`config.mk`:
```
export PLATFORM = sky130hd
export DESIGN_NAME = nabp
export DESIGN_NICKNAME = d
export VERILOG_FILES = /design/src/nabp_pkg.sv /design/src/nabp_sinogram_addresser.sv /design/src/nabp_filter.sv /design/src/nabp_filtered_swap.sv /design/src/nabp_processing_element.sv /design/src/nabp_image_addresser.sv /design/src/nabp.sv
export SDC_FILE = /design/constraint.sdc
export NUM_CORES = 2
export LEC_CHECK = 0
export BUFFER_PORTS_ARGS = -buffer_cell sky130_fd_sc_hd__buf_2
export CAP_MARGIN = 20
export CORE_MARGIN = 8
export CORE_UTILIZATION = 27
export DETAILED_ROUTE_END_ITERATION = 8
export SLEW_MARGIN = 20
export SYNTH_ARGS = -nofsm -noshare
export SYNTH_HDL_FRONTEND = slang
export SYNTH_HIERARCHICAL = 1
export SYNTH_SLANG_ARGS = --single-unit
```
`constraint.sdc`:
```
create_clock -name clk -period 6 [get_ports clk]
set_input_delay 0 -clock clk [delete_from_list [all_inputs] [get_ports clk]]
set_output_delay 0 -clock clk [all_outputs]
set_load 0.01 [all_outputs]
```
`src/nabp_pkg.sv`:
```
package nabp_pkg;

    // image geometry
    localparam int k_image_size = 8;
    localparam int k_no_of_pixels = k_image_size * k_image_size;
    localparam int k_no_of_partitions = 2;
    localparam int k_rows_per_partition = k_image_size / k_no_of_partitions;
    localparam int k_pixels_per_partition = k_no_of_pixels / k_no_of_partitions;

    // projection geometry, angles 0/45/90/135 only
    localparam int k_no_of_angles = 4;
    localparam int k_no_of_bins = 2 * k_image_size - 1;

    // field widths
    localparam int k_angle_length = 2;
    localparam int k_bin_length = 4;
    localparam int k_coord_length = 3;
    localparam int k_pixel_index_length = 5;
    localparam int k_sinogram_address_length = 6;
    localparam int k_image_address_length = 6;

    // data widths
    // raw sample unsigned, filtered and accumulated values signed
    localparam int k_data_length = 8;
    localparam int k_filtered_data_length = 10;
    localparam int k_cache_data_length = 16;

    // detector bin hit by pixel (x, y) at a given angle
    function automatic logic [k_bin_length-1:0] bin_of(
        input logic [k_angle_length-1:0] angle,
        input logic [k_coord_length-1:0] x,
        input logic [k_coord_length-1:0] y
    );
        logic [k_bin_length-1:0] xe;
        logic [k_bin_length-1:0] ye;
        xe = k_bin_length'(x);
        ye = k_bin_length'(y);
        case (angle)
            2'd0: bin_of = xe;
            2'd1: bin_of = xe + ye;
            2'd2: bin_of = ye;
            // offset keeps x - y non-negative
            default: bin_of = xe + k_bin_length'(k_image_size - 1) - ye;
        endcase
    endfunction

endpackage

```
`src/nabp_sinogram_addresser.sv`:
```
`timescale 1ns/1ns

module nabp_sinogram_addresser
    import nabp_pkg::*;
(
    input  logic                                 clk,
    input  logic                                 reset,
    input  logic                                 sg_kick,
    input  logic                                 fill_ready,
    input  logic                                 busy,
    output logic [k_sinogram_address_length-1:0] sg_addr,
    output logic                                 wr_valid,
    output logic [k_bin_length-1:0]              wr_bin,
    output logic [k_angle_length-1:0]            wr_angle,
    output logic                                 wr_last
);

    // run_active spans issue and scan, drops once readout owns the engine
    logic run_active;
    logic issuing;
    logic [k_angle_length-1:0] angle;
    logic [k_bin_length-1:0] bin;
    logic issue;
    logic row_end;

    // a row only starts when a bank is free, then runs without stalls
    assign issue = issuing && (bin != '0 || fill_ready);
    assign row_end = bin == k_bin_length'(k_no_of_bins - 1);

    // address = angle * 15 + bin
    assign sg_addr = k_sinogram_address_length'(angle) *
                     k_sinogram_address_length'(k_no_of_bins) +
                     k_sinogram_address_length'(bin);

    always_ff @(posedge clk) begin
        if (reset) begin
            run_active <= 1'b0;
            issuing <= 1'b0;
            angle <= '0;
            bin <= '0;
        end else if (sg_kick && !run_active && !busy) begin
            run_active <= 1'b1;
            issuing <= 1'b1;
            angle <= '0;
            bin <= '0;
        end else begin
            if (busy) begin
                run_active <= 1'b0;
            end
            if (issue) begin
                if (row_end) begin
                    bin <= '0;
                    angle <= angle + 1'b1;
                    // last row of the sinogram
                    if (angle == k_angle_length'(k_no_of_angles - 1)) begin
                        issuing <= 1'b0;
                    end
                end else begin
                    bin <= bin + 1'b1;
                end
            end
        end
    end

    // tag stage, lines up with the one-cycle RAM read
    always_ff @(posedge clk) begin
        if (reset) begin
            wr_valid <= 1'b0;
            wr_last <= 1'b0;
        end else begin
            wr_valid <= issue;
            wr_last <= issue && row_end;
        end
    end

    always_ff @(posedge clk) begin
        wr_bin <= bin;
        wr_angle <= angle;
    end

    a_bin_range: assert property (@(posedge clk) disable iff (reset)
        wr_valid |-> wr_bin < k_bin_length'(k_no_of_bins));

endmodule

```
`src/nabp_filter.sv`:
```
`timescale 1ns/1ns

module nabp_filter
    import nabp_pkg::*;
(
    input  logic                                     clk,
    input  logic                                     reset,
    input  logic [k_data_length-1:0]                 val_in,
    input  logic                                     in_valid,
    input  logic [k_bin_length-1:0]                  in_bin,
    output logic signed [k_filtered_data_length-1:0] val_out
);

    // previous sample of the current row
    logic [k_data_length-1:0] history;
    logic [k_data_length-1:0] prev;

    // no left neighbour at bin 0
    assign prev = (in_bin == '0) ? '0 : history;

    // 2*s[n] - s[n-1]
    assign val_out = $signed(k_filtered_data_length'({val_in, 1'b0})) -
                     $signed(k_filtered_data_length'(prev));

    always_ff @(posedge clk) begin
        if (reset) begin
            history <= '0;
        end else if (in_valid) begin
            history <= val_in;
        end
    end

endmodule

```
`src/nabp_filtered_swap.sv`:
```
`timescale 1ns/1ns

module nabp_filtered_swap
    import nabp_pkg::*;
(
    input  logic                                     clk,
    input  logic                                     reset,
    input  logic                                     wr_valid,
    input  logic [k_bin_length-1:0]                  wr_bin,
    input  logic [k_angle_length-1:0]                wr_angle,
    input  logic                                     wr_last,
    input  logic signed [k_filtered_data_length-1:0] wr_val,
    input  logic                                     pe_scan_done,
    input  logic [k_bin_length-1:0]                  pr0_bin,
    input  logic [k_bin_length-1:0]                  pr1_bin,
    output logic                                     fill_ready,
    output logic                                     pe_kick,
    output logic [k_angle_length-1:0]                pe_angle,
    output logic signed [k_filtered_data_length-1:0] pr0_val,
    output logic signed [k_filtered_data_length-1:0] pr1_val,
    output logic                                     sg_done
);

    // two filtered rows, one filling while the other is scanned
    logic signed [k_filtered_data_length-1:0] bank [2][k_no_of_bins];
    logic [k_angle_length-1:0] bank_angle [2];
    logic [1:0] full;
    logic fill_ptr;
    logic proc_ptr;
    // high from pe_kick until the scan ends
    logic scanning;
    logic launch;
    logic release_bank;

    // no new row while the previous one is still arriving
    assign fill_ready = !wr_valid && !full[fill_ptr];
    assign launch = !scanning && full[proc_ptr];
    assign release_bank = scanning && pe_scan_done;

    // taps read straight from the active bank
    assign pr0_val = bank[proc_ptr][pr0_bin];
    assign pr1_val = bank[proc_ptr][pr1_bin];

    always_ff @(posedge clk) begin
        if (wr_valid) begin
            bank[fill_ptr][wr_bin] <= wr_val;
        end
        if (wr_valid && wr_last) begin
            bank_angle[fill_ptr] <= wr_angle;
        end
        if (launch) begin
            pe_angle <= bank_angle[proc_ptr];
        end
    end

    always_ff @(posedge clk) begin
        if (reset) begin
            full <= '0;
            fill_ptr <= 1'b0;
            proc_ptr <= 1'b0;
            scanning <= 1'b0;
            pe_kick <= 1'b0;
            sg_done <= 1'b0;
        end else begin
            pe_kick <= 1'b0;
            sg_done <= 1'b0;
            // row complete, hand bank over and move fill side on
            if (wr_valid && wr_last) begin
                full[fill_ptr] <= 1'b1;
                fill_ptr <= !fill_ptr;
            end
            if (release_bank) begin
                full[proc_ptr] <= 1'b0;
                proc_ptr <= !proc_ptr;
                scanning <= 1'b0;
                // last angle scanned, whole sinogram done
                sg_done <= bank_angle[proc_ptr] == k_angle_length'(k_no_of_angles - 1);
            end else if (launch) begin
                pe_kick <= 1'b1;
                scanning <= 1'b1;
            end
        end
    end

    a_no_overwrite: assert property (@(posedge clk) disable iff (reset)
        wr_valid |-> !full[fill_ptr]);

endmodule

```
`src/nabp_processing_element.sv`:
```
`timescale 1ns/1ns

module nabp_processing_element
    import nabp_pkg::*;
#(
    parameter int pe_id = 0
)
(
    input  logic                                     clk,
    input  logic                                     reset,
    input  logic                                     sg_kick,
    input  logic                                     pe_kick,
    input  logic [k_angle_length-1:0]                pe_angle,
    input  logic signed [k_filtered_data_length-1:0] pr_val,
    input  logic                                     domino_kick,
    input  logic                                     ir_advance,
    input  logic signed [k_cache_data_length-1:0]    pe_in_val,
    output logic [k_bin_length-1:0]                  pr_bin,
    output logic                                     pe_scan_done,
    output logic                                     domino_done,
    output logic signed [k_cache_data_length-1:0]    pe_out_val
);

    // one accumulator per pixel of this partition
    logic signed [k_cache_data_length-1:0] acc [k_pixels_per_partition];
    // ready for a fresh run, dropped once accumulators are cleared
    logic armed;
    logic kick_accept;
    logic scanning;
    logic owning;
    logic [k_pixel_index_length-1:0] scan_idx;
    logic [k_pixel_index_length-1:0] rd_idx;
    logic [k_angle_length-1:0] angle;
    logic [k_coord_length-1:0] px;
    logic [k_coord_length-1:0] py;
    logic signed [k_cache_data_length-1:0] tap_ext;

    assign kick_accept = sg_kick && armed;

    // low bits pick the column, high bits the row within the partition
    assign px = scan_idx[k_coord_length-1:0];
    assign py = k_coord_length'(pe_id * k_rows_per_partition) +
                k_coord_length'(scan_idx[k_pixel_index_length-1:k_coord_length]);
    assign pr_bin = bin_of(angle, px, py);

    // sign extend tap to accumulator width
    assign tap_ext = {{(k_cache_data_length - k_filtered_data_length){pr_val[k_filtered_data_length-1]}},
                      pr_val};

    assign pe_scan_done = scanning &&
                          scan_idx == k_pixel_index_length'(k_pixels_per_partition - 1);

    // last pixel of the partition accepted, pass the chain on
    assign domino_done = owning && ir_advance &&
                         rd_idx == k_pixel_index_length'(k_pixels_per_partition - 1);

    // own pixel while holding the chain, upstream value otherwise
    assign pe_out_val = owning ? acc[rd_idx] : pe_in_val;

    always_ff @(posedge clk) begin
        if (kick_accept) begin
            for (int i = 0; i < k_pixels_per_partition; i++) begin
                acc[i] <= '0;
            end
        end else if (scanning) begin
            acc[scan_idx] <= acc[scan_idx] + tap_ext;
        end
    end

    // angle latched with the kick, held through the scan
    always_ff @(posedge clk) begin
        if (pe_kick) begin
            angle <= pe_angle;
        end
    end

    always_ff @(posedge clk) begin
        if (reset) begin
            armed <= 1'b1;
            scanning <= 1'b0;
            owning <= 1'b0;
            scan_idx <= '0;
            rd_idx <= '0;
        end else begin
            if (kick_accept) begin
                armed <= 1'b0;
            end else if (domino_done) begin
                armed <= 1'b1;
            end
            // scan
            if (pe_kick) begin
                scanning <= 1'b1;
                scan_idx <= '0;
            end else if (scanning) begin
                scan_idx <= scan_idx + 1'b1;
                if (pe_scan_done) begin
                    scanning <= 1'b0;
                end
            end
            // readout
            if (domino_kick) begin
                owning <= 1'b1;
                rd_idx <= '0;
            end else if (owning && ir_advance) begin
                rd_idx <= rd_idx + 1'b1;
                if (domino_done) begin
                    owning <= 1'b0;
                end
            end
        end
    end

endmodule

```
`src/nabp_image_addresser.sv`:
```
`timescale 1ns/1ns

module nabp_image_addresser
    import nabp_pkg::*;
(
    input  logic                              clk,
    input  logic                              reset,
    input  logic                              sg_done,
    input  logic                              ir_enable,
    output logic                              ir_valid,
    output logic                              ir_advance,
    output logic [k_image_address_length-1:0] ir_addr,
    output logic                              ir_done,
    output logic                              busy
);

    // readout in progress
    logic active;

    assign ir_valid = active;
    assign busy = active;
    // one pixel moves per accepted cycle
    assign ir_advance = active && ir_enable;

    always_ff @(posedge clk) begin
        if (reset) begin
            active <= 1'b0;
            ir_addr <= '0;
            ir_done <= 1'b0;
        end else begin
            ir_done <= 1'b0;
            if (!active) begin
                if (sg_done) begin
                    active <= 1'b1;
                    ir_addr <= '0;
                end
            end else if (ir_enable) begin
                ir_addr <= ir_addr + 1'b1;
                // final pixel taken
                if (ir_addr == k_image_address_length'(k_no_of_pixels - 1)) begin
                    active <= 1'b0;
                    ir_done <= 1'b1;
                end
            end
        end
    end

    a_addr_hold: assert property (@(posedge clk) disable iff (reset)
        ir_valid && !ir_enable |=> $stable(ir_addr));

endmodule

```
`src/nabp.sv`:
```
`timescale 1ns/1ns

module nabp
    import nabp_pkg::*;
(
    input  logic                                  clk,
    input  logic                                  reset,
    input  logic                                  sg_kick,
    input  logic [k_data_length-1:0]              sg_val,
    input  logic                                  ir_enable,
    output logic                                  sg_done,
    output logic [k_sinogram_address_length-1:0]  sg_addr,
    output logic                                  ir_valid,
    output logic                                  ir_done,
    output logic [k_image_address_length-1:0]     ir_addr,
    output logic signed [k_cache_data_length-1:0] ir_val
);

    // addresser tag
    logic wr_valid;
    logic [k_bin_length-1:0] wr_bin;
    logic [k_angle_length-1:0] wr_angle;
    logic wr_last;
    logic signed [k_filtered_data_length-1:0] fl_val;
    logic fill_ready;
    logic busy;
    // no kick reaches the elements while readout runs
    logic pe_sg_kick;
    // swap control to processing elements
    logic pe_kick;
    logic [k_angle_length-1:0] pe_angle;
    logic pe_scan_done;
    logic [k_bin_length-1:0] pr0_bin;
    logic [k_bin_length-1:0] pr1_bin;
    logic signed [k_filtered_data_length-1:0] pr0_val;
    logic signed [k_filtered_data_length-1:0] pr1_val;
    // domino chain
    logic ir_advance;
    logic pe0_domino_done;
    logic signed [k_cache_data_length-1:0] pe0_out_val;

    assign pe_sg_kick = sg_kick && !busy;

    nabp_sinogram_addresser sinogram_addresser (
        .clk(clk),
        .reset(reset),
        .sg_kick(sg_kick),
        .fill_ready(fill_ready),
        .busy(busy),
        .sg_addr(sg_addr),
        .wr_valid(wr_valid),
        .wr_bin(wr_bin),
        .wr_angle(wr_angle),
        .wr_last(wr_last)
    );

    nabp_filter filter (
        .clk(clk),
        .reset(reset),
        .val_in(sg_val),
        .in_valid(wr_valid),
        .in_bin(wr_bin),
        .val_out(fl_val)
    );

    nabp_filtered_swap filtered_swap (
        .clk(clk),
        .reset(reset),
        .wr_valid(wr_valid),
        .wr_bin(wr_bin),
        .wr_angle(wr_angle),
        .wr_last(wr_last),
        .wr_val(fl_val),
        .pe_scan_done(pe_scan_done),
        .pr0_bin(pr0_bin),
        .pr1_bin(pr1_bin),
        .fill_ready(fill_ready),
        .pe_kick(pe_kick),
        .pe_angle(pe_angle),
        .pr0_val(pr0_val),
        .pr1_val(pr1_val),
        .sg_done(sg_done)
    );

    // partition 0, head of the chain, kicked by sg_done
    nabp_processing_element #(.pe_id(0)) processing_element_0 (
        .clk(clk),
        .reset(reset),
        .sg_kick(pe_sg_kick),
        .pe_kick(pe_kick),
        .pe_angle(pe_angle),
        .pr_val(pr0_val),
        .domino_kick(sg_done),
        .ir_advance(ir_advance),
        .pe_in_val('0),
        .pr_bin(pr0_bin),
        .pe_scan_done(pe_scan_done),
        .domino_done(pe0_domino_done),
        .pe_out_val(pe0_out_val)
    );

    // partition 1, tail drives the image RAM
    nabp_processing_element #(.pe_id(1)) processing_element_1 (
        .clk(clk),
        .reset(reset),
        .sg_kick(pe_sg_kick),
        .pe_kick(pe_kick),
        .pe_angle(pe_angle),
        .pr_val(pr1_val),
        .domino_kick(pe0_domino_done),
        .ir_advance(ir_advance),
        .pe_in_val(pe0_out_val),
        .pr_bin(pr1_bin),
        .pe_scan_done(),
        .domino_done(),
        .pe_out_val(ir_val)
    );

    nabp_image_addresser image_addresser (
        .clk(clk),
        .reset(reset),
        .sg_done(sg_done),
        .ir_enable(ir_enable),
        .ir_valid(ir_valid),
        .ir_advance(ir_advance),
        .ir_addr(ir_addr),
        .ir_done(ir_done),
        .busy(busy)
    );

endmodule

```
Word level (Yosys, flattened, before mapping). Memories as Yosys holds them, arrays and structs flattened. A register that Yosys moved wholly into a read port is not among the register bits. Cells that the tools add are included.

Input port bits: 12. Bits in registers: 69. Output and inout port bits: 31. Memories kept: 4. Memory bits (writable): 1328.

Memories: processing_element_0.acc (depth 32, bits a word 16, read ports 2, clocked after Yosys merged registers in 2, wr ports 32, RTL line nabp_processing_element.sv:25) `logic signed [k_cache_data_length-1:0] acc [k_pixels_per_partition];`; processing_element_1.acc (depth 32, bits a word 16, read ports 2, clocked after Yosys merged registers in 2, wr ports 32, RTL line nabp_processing_element.sv:25); filtered_swap.bank (depth 2, bits a word 150, read ports 1, clocked after Yosys merged registers in 1, wr ports 1, RTL line nabp_filtered_swap.sv:25) `logic signed [k_filtered_data_length-1:0] bank [2][k_no_of_bins];`; filtered_swap.bank_angle (depth 2, bits a word 2, read ports 1, clocked after Yosys merged registers in 1, wr ports 1, RTL line nabp_filtered_swap.sv:26) `logic [k_angle_length-1:0] bank_angle [2];`.

Bitwise logic cells: 9. Multipliers: 1. Equality and inequality tests: 11. $lt $le $gt $ge: 8. Mux-type cells: 88. $add $sub $neg: 18. Reduce and logical (&&, ||, !) cells: 57.

Operators with widths (count): 150-bit two-way mux (1); 10-bit binary-select mux with 4-bit select (2); 16-bit two-way mux (4); 1-bit two-way mux (53); 10-bit two-way mux (5); 5-bit two-way mux (10); 10-bit demux with 4-bit select (1); 16-bit by 10-bit adder with 16-bit output (2); 16-bit OR reduction (2); 4-bit case mux with 3 select lines (2); 2-bit nonzero test (11); 1-bit logical AND (21); 5-bit by 1-bit adder with 5-bit output, second input constant (4); 5-bit equality test, second input constant (4); 6-bit two-way mux (3); 5-bit greater-or-equal comparator, second input constant (3); 4-bit NOT with 5-bit output (3); 2-bit OR reduction (6); 9-bit by 8-bit subtractor with 10-bit output (1); 3-bit by 3-bit adder with 4-bit output, second input constant (2); 8-bit two-way mux (1); 2-bit AND reduction (4); 1-bit zero test (7); 6-bit by 1-bit adder with 6-bit output, second input constant (1); 30 further kinds (39).

Depth between registers and ports, before layout.
Depth after elaboration: 9. Depth in mapped cells: 24. Mapped depth without buffers: 21.

Hierarchy. The synthesis kept the hierarchy.

Modules (own cells, without submodules): nabp_processing_element (processing_element_0) (cells an instance 1871, area an instance 27975.6 um^2, instances 1); nabp_processing_element (processing_element_1) (cells an instance 1880, area an instance 27918.0 um^2, instances 1); nabp_filtered_swap (cells an instance 878, area an instance 14830.5 um^2, instances 1); nabp_sinogram_addresser (cells an instance 73, area an instance 777.0 um^2, instances 1); nabp_filter (cells an instance 81, area an instance 674.4 um^2, instances 1); nabp_image_addresser (cells an instance 41, area an instance 382.9 um^2, instances 1); nabp (cells an instance 2, area an instance 17.5 um^2, instances 1).

Worst setup path after synthesis. Ideal clock, no wire load.

Path kind: register to register. Start: register processing_element_0.scan_idx[3]. End: memory processing_element_0.acc[0][12], data pin. Arrival: 4.913 ns. Setup time: 0.266 ns. Slack: 0.821 ns. Data required time: 5.734 ns. Clock period less this slack: 5.179 ns. Stages on the path, launching flop included: 20. Path buffers: 3. Path through: dfxtp_1 -> inv_1 -> ha_1 -> fa_1 -> mux4_2 -> buf_2 -> and4b_1 -> clkbuf_1 -> a22oi_1 -> nand4_1 -> a211oi_1 -> ha_1 -> nand2_1 -> and2b_1 -> o21a_1 -> o31ai_1 -> nand2_1 -> a311oi_1 -> clkbuf_1 -> nor2_1.

RTL lines: start: declaration (RTL line nabp_processing_element.sv:31) `logic [k_pixel_index_length-1:0] scan_idx;`; start signal: assignment (RTL line nabp_processing_element.sv:95) `scan_idx <= scan_idx + 1'b1;`; end: declaration (RTL line nabp_processing_element.sv:25).

==> metrics.md <==
| Metric | Value |
|---|---|
| Vias per Instance | `5.32` |
| Setup-violating endpoint count in the final report | `0` |
| Slew headroom | `17.6%` |
| Netlist Area Pre-Place | `72600 µm²` |
| Final setup skew | `0.0516 ns` |
| Signal arrival time at the worst endpoint | `6.29 ns` |
| Worst flop-to-flop path endpoint | `processing_element_1/acc[8][8]` |
| Gate count after technology mapping | `4825` |
| Sequential Power Share | `51.1%` |
| Clock period minus worst slack | `5.80 ns` |
| Number of nets with antenna violations after detailed routing | `0` |
| Placeable core region | `268000 µm²` |
| Clock transition time at the flip-flop clock pins of the worst setup and hold paths | `0.06 ns` |
| Category of the worst setup path capture point | `flip-flop` |
| DR pass1 iterations | `7` |
| Clock tree from TritonCTS | `yes` |
| Slowest library cell on the worst path | `nor4_1` |
| Root buffer selected by CTS | `clkbuf_16` |
| Transition time at the pin with the least slew margin | `1.23 ns` |
| Register area | `41800 µm²` |
| Worst endpoint required time | `6.49 ns` |
| Critical path start-end classification | `reg2reg` |
| DP HPWL | `147000 µm` |
| First-pass GRT wire length | `328000 µm` |
| DR iter-0 viols | `5394` |
| Leakage power figure | `27.0 nW` |
| Signed area change from the synthesized netlist to the final layout | `14.9%` |
| R2R cell count | `20` |
| FF-to-FF Start | `processing_element_1/scan_idx[3]` |
| Number of inserted filler cells in the final layout | `26200` |
| Count of non-filler cells in the finished layout | `8594` |
| Max Buffers Root-to-Sink | `3` |
| Outcome | `finished, final reports clean` |
| Per-cell routed wire length | `26.7 µm` |
| Destination of the critical timing path | `processing_element_1/acc[8][8]` |
| Detailed-route wire length | `230000 µm` |
| Pin count of the biggest net entering global routing | `64` |
| I/O pin cnt | `43` |
| Max stage delay on crit path | `0.70 ns` |
| Startpoint type of the worst setup path | `flip-flop` |
| Via count of the first global-routing pass | `46200` |
| Final hold vios | `0` |
| Fraction of power consumed by the clock network | `41.5%` |
| Fraction of final layout cells sized beyond drive strength 1 | `28.2%` |
| Last weighted congestion value of the routability-driven placer | `0.899` |
| Gr ovfl total | `0` |
| Effective utilization at floorplan | `27.1%` |
| Path category of the worst min-delay check | `in2reg` |
| DR vias | `45700` |
| Critical path peak fanout | `16` |
| Portion of total power attributed to combinational logic | `7.3%` |
| Internal power | `16.9 mW` |
| Register-to-Register Setup Slack | `0.20 ns` |
| Total die area | `286000 µm²` |
| Number of placed instances, taps included | `8280` |
| Residual DRC | `0` |
| Launch point of the worst path | `processing_element_1/scan_idx[3]` |
| Antenna violations before repair | `10` |
| Overall routing resource usage | `15.6%` |
| Clk sinks | `1420` |
| Max Clock Freq | `172 MHz` |
| Post-route fraction of the period consumed by the critical path | `96.7%` |
| Setup TNS | `0 ns` |
| Peak supply drop | `0.324 mV` |
| Series of cell instances along the critical path | `inv_1 > ha_1 > fa_1 > mux4_2 > or2_1 > buf_4 > o22ai_1 > nor3_1 > nor4_1 > buf_4 > ha_1 > buf_4 > o21a_1 > o21ai_0 > a21oi_1 > buf_4 > o21a_1 > nor3_2 > buf_4 > nor3_1` |
| Proportion of total power due to net switching | `24.2%` |
| H-tree depth | `4` |
| Area taken by multi-input logic gates | `29100 µm²` |
| Synth warn | `6` |
| Total net switching power | `5.42 mW` |
| RSZ-0062 raised after global routing | `false` |
| IO buf count | `42` |
| Final Max Tran Viols | `0` |
| Number of clock buffers inserted by TritonCTS | `151` |
| Library cell appearing most often on the critical path | `buf_4` |
| Die span in y | `534 µm` |
| Clock latency at the later pin of the worst-skew pair | `0.83 ns` |
| Power density cells | `268 nW/µm²` |
| Number of standard-cell rows in the floorplan | `190` |
| Count of max-cap constraint violations | `0` |
| Die width | `534 µm` |
| Post-synthesis area per instance | `15.0 µm²` |
| Number of buffers inserted to repair setup after CTS | `0` |
| Net count of the finished layout | `5001` |
## layer usage
metal | track usage (%) | wire length, µm | vias up
met1 | 19.3 | 85400 | 23800
met2 | 26.5 | 113000 | 2447
li1 | - | - | 18900
met5 | 0 | 22 | -
met4 | 6.72 | 10800 | 4
met3 | 3.02 | 20500 | 512
## cell type report
type / count / area share, %
multi-input cells: 2960 / 34.9
clock inverters: 93 / 1.08
repair buffers: 337 / 3.49
inverters: 42 / 0.189
clock buffers: 186 / 4.76
diodes: 4 / 0.0120
flip-flops and latches: 1420 / 50.2
well taps: 3552 / 5.33
## registers in the layout (all words and copies together) (netlist names), 5 cells and up, named ones only
name	cells
image_addresser/ir_addr	6
processing_element_0/rd_idx	5
filter/history	8
processing_element_1/rd_idx	5
processing_element_0/acc	512
processing_element_1/scan_idx	5
processing_element_0/scan_idx	5
filtered_swap/bank	300
processing_element_1/acc	512
## worst max-delay path, delay by kind of cell, from the launching register on
kind	cells	cell delay, ns
adder cells (fa/ha/maj)	3	0.91
AO/OA/AOI/OAI	5	0.89
flip-flops	1	0.43
multiplexers	1	0.63
buffers and inverters	6	1.14
AND/OR/NAND/NOR	5	1.45
## how the worst min path moves through the flow
stage                   start                      to  slack, ns  cells after the start
floorplan               reset               flip-flop       0.08                      1
global placement    sg_val[5]       filter/history[5]       0.26                      3
detailed placement  sg_val[4]       filter/history[4]       0.27                      3
CTS                     reset  filtered_swap/fill_ptr       0.06                      3
global route            reset  filtered_swap/fill_ptr       0.15                      3
finish                  reset  filtered_swap/fill_ptr       0.12                      3
## power groups by stage
| stage | registers [mW] | logic, mW | clock network [mW] |
|---|---|---|---|
| after global routing | 11.5 | 1.71 | 9.79 |
| after CTS | 11.4 | 1.62 | 9.45 |
| final | 11.4 | 1.64 | 9.30 |
| after detailed placement | 11.6 | 1.60 | 0 |
| after floorplan | 11.6 | 0.921 | 0 |
| after global placement | 11.6 | 1.58 | 0 |
## metrics by stage
step           hold slack (ns)  utilization (%)  power, mW  area, µm²  setup WS [ns]
6_report                 0.116             31.1       22.4      83300          0.199
5_1_grt                  0.152             31.1       23.0      83300         0.0288
4_1_cts                 0.0600             31.1       22.5      83200         0.0269
3_5_place_dp             0.271             29.2       13.2      78100         0.0445
3_3_place_gp             0.260             29.1       13.2      78000         0.0106
2_1_floorplan           0.0768                -       12.5      72600          0.821
## what timing repair did
action / in CTS / in global routing
setup endpoints to repair: 0 / 391
gates resized for setup: 0 / 7
hold buffers: 27 / 0
endpoints found under the hold margin: 134 / 0
## layout by cell type, fill, tap and decap left out, drive strengths merged, types with 66 or more instances in the layout
cell	instances
a21oi	75
buf	310
clkbuf	186
clkinv	75
dfxtp	86
edfxtp	1334
ha	66
mux2i	208
mux4	718
nand2	196
nor2	1128
nor3	94
No activity file was read; power rests on OpenSTA's default activity.
